`src/rtl/seg7_pkg.sv`:
```
`default_nettype none

package seg7_pkg;

    // one hex digit
    typedef logic [3:0] nibble_t;

    // scan position, digit 0 is the rightmost
    typedef logic [1:0] digit_idx_t;

    // active low digit enables, bit n drives digit n
    typedef logic [3:0] anode_t;

    // active low segments a..g in bits 0..6, point in bit 7
    typedef logic [7:0] seg_pattern_t;

    typedef struct packed {
        nibble_t [3:0] digits;
        logic [3:0]    dot_mask;
        logic [3:0]    blank_mask;
    } display_frame_t;

    // one digit picked out of the frame
    typedef struct packed {
        digit_idx_t idx;
        nibble_t    value;
        logic       dot;
        logic       blank;
    } digit_sel_t;

    // everything dark
    localparam anode_t       ANODE_OFF = '1;
    localparam seg_pattern_t SEG_OFF   = '1;

endpackage

`default_nettype wire

```
`src/rtl/reset_sync.sv`:
```
`timescale 1ns/1ps
`default_nettype none

module reset_sync (
    input  wire logic clk_sys,
    input  wire logic rst_n,
    output logic      rst_sync_n
);

    logic rst_meta_n;

    // assert at once, release after two edges
    always_ff @(posedge clk_sys or negedge rst_n) begin
        if (!rst_n) begin
            rst_meta_n <= 1'b0;
            rst_sync_n <= 1'b0;
        end else begin
            rst_meta_n <= 1'b1;
            rst_sync_n <= rst_meta_n;
        end
    end

endmodule

`default_nettype wire

```
`src/rtl/scan_tick_gen.sv`:
```
`timescale 1ns/1ps
`default_nettype none

module scan_tick_gen #(
    parameter int TICK_DIV = 100000
) (
    input  wire logic clk_sys,
    input  wire logic rst_n,
    output logic      scan_tick
);

    localparam int CNT_W = (TICK_DIV > 1) ? $clog2(TICK_DIV) : 1;
    localparam logic [CNT_W-1:0] CNT_LAST = CNT_W'(TICK_DIV - 1);

    logic [CNT_W-1:0] tick_cnt;
    logic             cnt_wrap;

    assign cnt_wrap = (tick_cnt == CNT_LAST);

    always_ff @(posedge clk_sys or negedge rst_n) begin
        if (!rst_n) begin
            tick_cnt <= '0;
        end else if (cnt_wrap) begin
            tick_cnt <= '0;
        end else begin
            tick_cnt <= tick_cnt + 1'b1;
        end
    end

    // pulse lands the cycle after the wrap
    always_ff @(posedge clk_sys or negedge rst_n) begin
        if (!rst_n) begin
            scan_tick <= 1'b0;
        end else begin
            scan_tick <= cnt_wrap;
        end
    end

    assert property (
        @(posedge clk_sys) disable iff (!rst_n) scan_tick |=> !scan_tick
    ) else $error("scan_tick_gen: tick wider than one cycle");

endmodule

`default_nettype wire

```
`src/rtl/digit_scanner.sv`:
```
`timescale 1ns/1ps
`default_nettype none

module digit_scanner
    import seg7_pkg::*;
(
    input  wire logic           clk_sys,
    input  wire logic           rst_n,
    input  wire logic           scan_tick,
    input  wire display_frame_t frame,
    output digit_sel_t          sel,
    output logic                sel_valid
);

    digit_idx_t idx_q;
    digit_idx_t idx_next;
    nibble_t    value_q;
    logic       dot_q;
    logic       blank_q;

    // wraps 3 -> 0 by width
    assign idx_next = idx_q + 1'b1;

    // starts at 3 so the first tick lands on digit 0
    always_ff @(posedge clk_sys or negedge rst_n) begin
        if (!rst_n) begin
            idx_q <= 2'd3;
        end else if (scan_tick) begin
            idx_q <= idx_next;
        end
    end

    // frame fields for the new digit, sampled on the tick only
    always_ff @(posedge clk_sys) begin
        if (scan_tick) begin
            value_q <= frame.digits[idx_next];
            dot_q   <= frame.dot_mask[idx_next];
            blank_q <= frame.blank_mask[idx_next];
        end
    end

    // sticky once the first digit is loaded
    always_ff @(posedge clk_sys or negedge rst_n) begin
        if (!rst_n) begin
            sel_valid <= 1'b0;
        end else if (scan_tick) begin
            sel_valid <= 1'b1;
        end
    end

    assign sel.idx   = idx_q;
    assign sel.value = value_q;
    assign sel.dot   = dot_q;
    assign sel.blank = blank_q;

    assert property (
        @(posedge clk_sys) disable iff (!rst_n)
        !$stable(idx_q) |-> $past(scan_tick)
    ) else $error("digit_scanner: index moved without a tick");

endmodule

`default_nettype wire

```
`src/rtl/seg7_decoder.sv`:
```
`timescale 1ns/1ps
`default_nettype none

module seg7_decoder
    import seg7_pkg::*;
(
    input  wire logic       clk_sys,
    input  wire logic       rst_n,
    input  wire digit_sel_t sel,
    input  wire logic       sel_valid,
    output anode_t          seg_select,
    output seg_pattern_t    hex_out
);

    // active low a..g for one hex value
    function automatic logic [6:0] glyph(input nibble_t value);
        logic [6:0] lit;
        case (value)
            4'h0: lit = 7'h3F;
            4'h1: lit = 7'h06;
            4'h2: lit = 7'h5B;
            4'h3: lit = 7'h4F;
            4'h4: lit = 7'h66;
            4'h5: lit = 7'h6D;
            4'h6: lit = 7'h7D;
            4'h7: lit = 7'h07;
            4'h8: lit = 7'h7F;
            4'h9: lit = 7'h6F;
            4'hA: lit = 7'h77;
            4'hB: lit = 7'h7C;
            4'hC: lit = 7'h39;
            4'hD: lit = 7'h5E;
            4'hE: lit = 7'h79;
            default: lit = 7'h71;
        endcase
        return ~lit;
    endfunction

    always_ff @(posedge clk_sys or negedge rst_n) begin
        if (!rst_n) begin
            seg_select <= ANODE_OFF;
            hex_out    <= SEG_OFF;
        end else if (!sel_valid) begin
            seg_select <= ANODE_OFF;
            hex_out    <= SEG_OFF;
        end else begin
            // one cold anode for the scanned digit
            seg_select <= anode_t'(~(4'b0001 << sel.idx));
            if (sel.blank) begin
                hex_out <= SEG_OFF;
            end else begin
                hex_out <= {~sel.dot, glyph(sel.value)};
            end
        end
    end

    assert property (
        @(posedge clk_sys) disable iff (!rst_n) $onehot0(~seg_select)
    ) else $error("seg7_decoder: more than one digit enabled");

endmodule

`default_nettype wire

```
`src/rtl/seg7_display_top.sv`:
```
`timescale 1ns/1ps
`default_nettype none

module seg7_display_top
    import seg7_pkg::*;
#(
    parameter int TICK_DIV = 100000
) (
    input  wire logic           clk_sys,
    input  wire logic           rst_n,
    input  wire display_frame_t frame,
    output anode_t              seg_select,
    output seg_pattern_t        hex_out
);

    logic       rst_sync_n;
    logic       scan_tick;
    digit_sel_t sel;
    logic       sel_valid;

    reset_sync u_reset_sync (
        .clk_sys    (clk_sys),
        .rst_n      (rst_n),
        .rst_sync_n (rst_sync_n)
    );

    // sets the per digit dwell time
    scan_tick_gen #(
        .TICK_DIV (TICK_DIV)
    ) u_scan_tick_gen (
        .clk_sys   (clk_sys),
        .rst_n     (rst_sync_n),
        .scan_tick (scan_tick)
    );

    digit_scanner u_digit_scanner (
        .clk_sys   (clk_sys),
        .rst_n     (rst_sync_n),
        .scan_tick (scan_tick),
        .frame     (frame),
        .sel       (sel),
        .sel_valid (sel_valid)
    );

    seg7_decoder u_seg7_decoder (
        .clk_sys    (clk_sys),
        .rst_n      (rst_sync_n),
        .sel        (sel),
        .sel_valid  (sel_valid),
        .seg_select (seg_select),
        .hex_out    (hex_out)
    );

endmodule

`default_nettype wire

```
`config.mk`:
```
export PLATFORM = sky130hd
export DESIGN_NAME = seg7_display_top
export DESIGN_NICKNAME = d
export VERILOG_FILES = /design/src/rtl/seg7_pkg.sv /design/src/rtl/reset_sync.sv /design/src/rtl/scan_tick_gen.sv /design/src/rtl/digit_scanner.sv /design/src/rtl/seg7_decoder.sv /design/src/rtl/seg7_display_top.sv
export SDC_FILE = /design/constraint.sdc
export NUM_CORES = 1
export LEC_CHECK = 0
export ABC_AREA = 1
export BUFFER_PORTS_ARGS = -buffer_cell sky130_fd_sc_hd__buf_2
export CAP_MARGIN = 30
export CELL_PAD_IN_SITES_DETAIL_PLACEMENT = 1
export CELL_PAD_IN_SITES_GLOBAL_PLACEMENT = 1
export CORE_ASPECT_RATIO = 0.7
export CORE_MARGIN = 5
export CORE_UTILIZATION = 35
export DETAILED_ROUTE_END_ITERATION = 10
export HOLD_SLACK_MARGIN = 0.12
export PLACE_DENSITY = 0.69
export SLEW_MARGIN = 30
export SYNTH_ARGS = -nofsm -noshare
export SYNTH_HDL_FRONTEND = slang
export SYNTH_SLANG_ARGS = --single-unit
```
`constraint.sdc`:
```
create_clock -name clk_sys -period 1.6 [get_ports clk_sys]
set_input_delay 0.08 -clock clk_sys [delete_from_list [all_inputs] [get_ports clk_sys]]
set_output_delay 0.08 -clock clk_sys [all_outputs]
set_load 0.01 [all_outputs]
```
==> summary.md, run 1 <==
| Metric | Value |
|---|---|
| Vias | `2084` |
| CTS buffer count | `5` |
| Area leader, netlist | `dfrtp_1` |
| TritonCTS clock tree | `built` |
| Ys Warns | `0` |
| Port Buffers | `37` |
| Max-slew violations | `0` |
| Crit Path Max Fanout | `5` |
| Final ANT Viol Nets | `0` |
| Syn avg cell area | `8.883 um^2` |
| Nets | `391` |
| Yosys cell types | `32` |
| Max Clock Freq | `526.4 MHz` |
| Mapped cell area | `0.002496 mm^2` |
| Post-synth top flop | `dfrtp_1` |
| Share of the synthesized area in the top cell type | `0.2105` |
| Synth top cells by count | `75 x nand2_1, 32 x inv_1, 24 x nand3_1` |
| Critical path type | `flip-flop to flip-flop` |
| Core area | `0.006850 mm^2` |
| First-pass GRT wire length | `10930 um` |
| Hold path depth | `3` |
| Top-count cell post-synth | `nand2_1` |
| Clk_lat worst skew | `0.30 ns` |
| Syn nets | `319` |
| Die area | `0.008947 mm^2` |
| VDD IR max | `0.3069 mV` |
| Failing checks | `negative setup slack` |
| Max-Cap Viols | `0` |
| 1st-pass router iterations | `4` |
| CTS Buffer Depth | `2` |
| Power per cell area | `617.8 mW/mm^2` |
| Initial core utilization | `0.3644` |
| DP HPWL | `4580 um` |
| 1st-iter DRT viols | `67` |
| Leak | `1.488 nW` |
| Initial antenna violation count | `0` |
| Status | `complete, but fails checks` |
| Htree depth | `2` |
| Tcrit/Tclk final | `1.187` |
| Clock-pin slew on the worst setup and hold paths | `0.09 ns` |
| Worst Path Required | `1.80 ns` |
| Hold Fails Final Rpt | `0` |
| Count of state elements after synthesis | `48` |
| Dominant cells by area after synthesis | `dfrtp_1 21%, dfstp_2 15%, nand2_1 11%` |
| FF-to-FF path depth | `12` |
| GR Overflow Total | `0` |
| Area Overhead vs Synth | `33.68%` |
| Setup Skew | `0.009353 ns` |
| Overall power | `2.062 mW` |
| Fraction of final layout cells sized beyond drive strength 1 | `0.4040` |
| Worst setup margin | `-0.2997 ns` |
| Post-synth EDFFs | `6` |
| RSZ-0062 raised after global routing | `true` |
| Setup Slack @ Placement | `-0.3314 ns` |
| Critical path data arrival time | `2.10 ns` |
| I/O pin total | `38` |
| CP Capture Type | `flip-flop` |
| Setup TNS | `-2.248 ns` |
| Routed wire length | `6477 um` |
| # clock sinks | `48` |
| DRC violations left | `0` |
| Register area share after synthesis | `0.4862` |
| Via density | `4.652` |
| Post-synthesis async set-or-reset flop share | `0.7292` |
| Cells after Synth | `281` |
| Root buffer cell | `clkbuf_8` |
| N_diodes | `0` |
| Site row count | `25` |
| Largest net degree at the start of global routing | `34` |
| GRT Resource Usage Total | `0.1518` |
| Drt wl/cell | `14.46 um` |
| Final setup vio count | `8` |
| DIE HEIGHT | `80.66 um` |
| Die Width | `110.9 um` |
| Min-delay worst type | `input port to flip-flop` |
| Vias in the first global route | `2241` |
| Minimum clock period | `1.900 ns` |
| Critical path startpoint category | `flip-flop` |
| FILL cells | `812` |
| Final GP Congestion | `0.8142` |
==> cell usage in the layout, fill, tap and decap left out, drive strengths merged <==
cell type    synthesis  routed
a21oi                3       3
buf                  5      67
clkbuf               0       7
clkinv               0       1
conb                 1       1
dfrtp               21      21
dfstp               14      14
dfxtp                7       7
dlygate4sd3          0       3
edfxtp               6       6
ha                  12      12
inv                 35      35
nand2               85      85
nand3               29      29
nand3b               3       3
nand4                1       1
nor2                27      27
nor3                 5       5
nor4                 1       1
o21ai               13      13
o22ai                3       3
or2                  1       1
xor2                 9       9
==> layer usage <==
layer | vias up | track usage | routed length [um]
met1 | 1016 | 0.2007 | 3038
met3 | 10 | 0.03840 | 202
li1 | 1029 | - | -
met2 | 29 | 0.2458 | 3134
met4 | 0 | 0.04674 | 101
met5 | - | 0 | 0
==> logic make-up (layout without fill, tap and decap cells) <==
| kind of cell | after synthesis | after routing | share of synthesized area |
|---|---|---|---|
| compound gates | 19 | 19 | 0.04862 |
| fa+ha+maj | 12 | 12 | 0.06015 |
| other cells | 1 | 1 | 0.001502 |
| xor+xnor | 9 | 9 | 0.03158 |
| flops | 48 | 48 | 0.4862 |
| buf+inv | 40 | 113 | 0.07068 |
| simple gates | 152 | 152 | 0.3013 |
==> critical path: stages (launching register included) <==
cell	delay, ns
dfstp_2	0.55
inv_2	0.05
ha_4	0.31
nand3_2	0.13
nand3_4	0.12
nand2_8	0.09
inv_4	0.10
ha_2	0.17
inv_2	0.04
nand2_1	0.06
nand2_1	0.05
nand2_1	0.05
nand2_1	0.05
==> cell type report <==
type,instances,area [um^2],share of cell area
clock inverters,1,5.005,0.001500
clock buffers,7,76.32,0.02287
repair buffers,70,451.7,0.1354
multi-input cells,193,1329,0.3982
well taps,94,117.6,0.03525
inverters,35,143.9,0.04312
flip-flops and latches,48,1214,0.3637
==> stage by stage <==
step                      instances  hold WS [ns]    util  cell area [um^2]
after floorplan                 281       -0.2156       -              2550
after global placement          422       -0.1340  0.4258              2917
after detailed placement        422       -0.1320  0.4258              2917
after CTS                       439        0.1440  0.4557              3122
after global routing            448        0.1555  0.4871              3337
final                           448        0.1550  0.4871              3337
==> where the power goes <==
group	internal [mW]	switching [mW]	total [mW]
Sequential	1.23	0.000550	1.24
Combinational	0.0481	0.0503	0.0983
Clock	0.308	0.420	0.728
==> timing repair <==
action / 4_1_cts / 5_1_grt
endpoints found under the hold margin: 3 / 0
hold buffers: 3 / 0
buffers inserted: 6 / 9
gates resized for setup: 15 / 26
endpoints found under the setup margin: 8 / 13
pin swaps: 4 / 7
==> path summary, 6_finish.rpt <==
kind / slack [ns] / endpoint / startpoint
hold / removal: 0.15 / u_digit_scanner.blank_q$_DFFE_PP_ / frame[0]
setup / recovery: -0.30 / flip-flop / u_digit_scanner.idx_q[1]$_DFFE_PN1P_
setup reg to reg: -0.30 / flip-flop / u_digit_scanner.idx_q[1]$_DFFE_PN1P_
max in group asynchronous: 0.84 / u_reset_sync.rst_meta_n$_DFF_PN0_ / rst_n
min in group asynchronous: 0.28 / u_scan_tick_gen.tick_cnt[14]$_DFF_PN0_ / u_reset_sync.rst_sync_n$_DFF_PN0_
hold reg to reg: 0.28 / u_scan_tick_gen.tick_cnt[14]$_DFF_PN0_ / u_reset_sync.rst_sync_n$_DFF_PN0_
Power figures use the tool's default switching activity.
==> run 2, diff against run 1 <==
--- a/config.mk
+++ b/config.mk
@@ -17,5 +17,5 @@
 export HOLD_SLACK_MARGIN = 0.12
 export PLACE_DENSITY = 0.69
-export SLEW_MARGIN = 30
+export SETUP_SLACK_MARGIN = 0.02
 export SYNTH_ARGS = -nofsm -noshare
 export SYNTH_HDL_FRONTEND = slang
==> constraint.sdc (replaced) <==
create_clock -name clk_sys -period 1.6 [get_ports clk_sys]
set_input_delay 0.08 -clock clk_sys [delete_from_list [all_inputs] [get_ports clk_sys]]
set_output_delay 0.08 -clock clk_sys [all_outputs]
set_load 0.05 [all_outputs]
==> run 2 against run 1 <==
Effect of this change: the flow still finishes with violations (negative setup slack); final cell count decreased by 0.67%; clock skew increased by 0.0013 ns; flip-flop and latch count unchanged; power increased by 10%; combinational power decreased by 3.1%.
==> summary.md, run 2 (synthesis results as in run 1) <==
| Metric | Value |
|---|---|
| Worst Path Required | `1.79 ns` |
| First-pass GRT wire length | `11020 um` |
| 1st-pass router iterations | `4` |
| Fraction of final layout cells sized beyond drive strength 1 | `0.4046` |
| Layer with the highest usage | `met2` |
| Failing checks | `negative setup slack` |
| 1st-iter DRT viols | `66` |
| Clock-pin slew on the worst setup and hold paths | `0.10 ns` |
| Commonest non-fill, non-tap cell in the layout | `nand2_1` |
| Final ANT Viol Nets | `0` |
| DP HPWL | `4628 um` |
| Final Cell Area | `0.003303 mm^2` |
| Overall power | `2.273 mW` |
| GR Overflow Total | `0` |
| Buf/Inv on CP | `3` |
| Setup Skew | `0.01063 ns` |
| TritonCTS clock tree | `built` |
| Final setup vio count | `8` |
| Met1 Usage GRT | `0.1991` |
| Final GP Congestion | `0.8033` |
| Worst setup margin | `-0.3064 ns` |
| Core area | `0.006850 mm^2` |
| RSZ-0062 raised after global routing | `true` |
| Min-delay worst type | `input port to flip-flop` |
| Setup TNS | `-2.031 ns` |
| Die area | `0.008947 mm^2` |
| Max Clock Freq | `524.6 MHz` |
| Cell Area, Placed | `0.002917 mm^2` |
| Status | `complete, but fails checks` |
| Die Width | `110.9 um` |
| Max incr delay on CP | `0.55 ns` |
| Setup Slack @ Placement | `-0.2900 ns` |
| Drt wl/cell | `14.65 um` |
| Critical path data arrival time | `2.10 ns` |
| Clk_lat worst skew | `0.31 ns` |
| Vias | `2056` |
| Max-Cap Viols | `0` |
| Met2 Use GR | `0.2657` |
| Vias in the first global route | `2259` |
| DRC violations left | `0` |
| Met3 Use GR | `0.03991` |
| DIE HEIGHT | `80.66 um` |
| Crit-path cells | `inv_2 > ha_4 > inv_6 > nand3_4 > nand3_4 > nand2_4 > inv_4 > ha_2 > nand3b_1 > nand2_1 > o21ai_1` |
| N_diodes | `0` |
| I/O pin total | `38` |
| Initial core utilization | `0.3644` |
| Via density | `4.620` |
| CTS Buffer Depth | `2` |
| Max-slew violations | `0` |
| Hold Fails Final Rpt | `0` |
| Critical path startpoint category | `flip-flop` |
| Minimum clock period | `1.906 ns` |
| CP Capture Type | `flip-flop` |
| # clock sinks | `48` |
| Crit Path Max Fanout | `5` |
| Critical Path Slowest Stage Cell | `dfstp_2` |
| Most frequent CP cell | `nand3_4` |
| Nets | `388` |
| Final core occ | `0.4822` |
| Site row count | `25` |
| CTS buffer count | `5` |
| Most frequent cells in the layout | `73 x nand2_1, 37 x buf_2, 28 x inv_1, 27 x buf_4, 21 x dfrtp_1` |
| Largest net degree at the start of global routing | `34` |
| Tcrit/Tclk final | `1.191` |
| Critical path type | `flip-flop to flip-flop` |
| Root buffer cell | `clkbuf_8` |
| Area Overhead vs Synth | `32.33%` |
| Routed wire length | `6518 um` |
| GRT Resource Usage Total | `0.1563` |
| FILL cells | `812` |
| Htree depth | `2` |
| Power per cell area | `688.0 mW/mm^2` |
| Leak | `1.487 nW` |
| Critical path's top delay family | `flip-flops` |
| Initial antenna violation count | `0` |
| Port Buffers | `37` |
| VDD IR max | `0.3553 mV` |
## run 2: final cells by class
| class | instances | area, um^2 | share of cell area |
|---|---|---|---|
| multi-input cells | 193 | 1290 | 0.3905 |
| inverters | 35 | 141.4 | 0.04280 |
| flip-flops and latches | 48 | 1214 | 0.3674 |
| well taps | 94 | 117.6 | 0.03561 |
| clock buffers | 8 | 122.6 | 0.03712 |
| repair buffers | 67 | 417.9 | 0.1265 |
## run 2: report_power, final
group          switching, mW  internal [mW]
Sequential          0.000553           1.23
Combinational         0.0503         0.0450
Clock                  0.442          0.500
Total                  0.493           1.78
## run 2: final timing paths
path                                                       from                                endpoint  slack [ns]  depth (start not counted)
min in group asynchronous     u_reset_sync.rst_sync_n$_DFF_PN0_  u_scan_tick_gen.tick_cnt[14]$_DFF_PN0_        0.27                          1
min reg2reg                   u_reset_sync.rst_sync_n$_DFF_PN0_  u_scan_tick_gen.tick_cnt[14]$_DFF_PN0_        0.27                          1
max                        u_digit_scanner.idx_q[0]$_DFFE_PN1P_                               flip-flop       -0.31                         11
max in group asynchronous                                 rst_n       u_reset_sync.rst_meta_n$_DFF_PN0_        0.87                          3
max reg2reg                u_digit_scanner.idx_q[0]$_DFFE_PN1P_                               flip-flop       -0.31                         11
min                                                    frame[5]         u_digit_scanner.dot_q$_DFFE_PP_        0.16                          3
## run 2: stage by stage
| step | hold slack [ns] | std cells |
|---|---|---|
| detailed placement | -0.1326 | 422 |
| global route | 0.1795 | 445 |
| finish | 0.1563 | 445 |
| global placement | -0.1335 | 422 |
| floorplan | -0.2156 | 281 |
| CTS | 0.1415 | 436 |
## run 2: worst register-to-register path, stage by stage (launching register included)
cell,delay (ns)
dfstp_2,0.55
inv_2,0.05
ha_4,0.32
inv_6,0.06
nand3_4,0.07
nand3_4,0.07
nand2_4,0.10
inv_4,0.05
ha_2,0.16
nand3b_1,0.20
nand2_1,0.10
o21ai_1,0.06
## run 2: layer usage
metal,vias up,share of wire
met5,-,0
met4,0,0.011
met3,8,0.029
met2,27,0.48
met1,1006,0.48
li1,1015,-
## run 2: timing repair
item,CTS,global route
pin swaps,3,11
endpoints found under the hold margin,3,0
hold buffers,3,0
gates cloned,0,0
buffers inserted,3,9
resized for setup,14,18
endpoints found under the setup margin,9,15
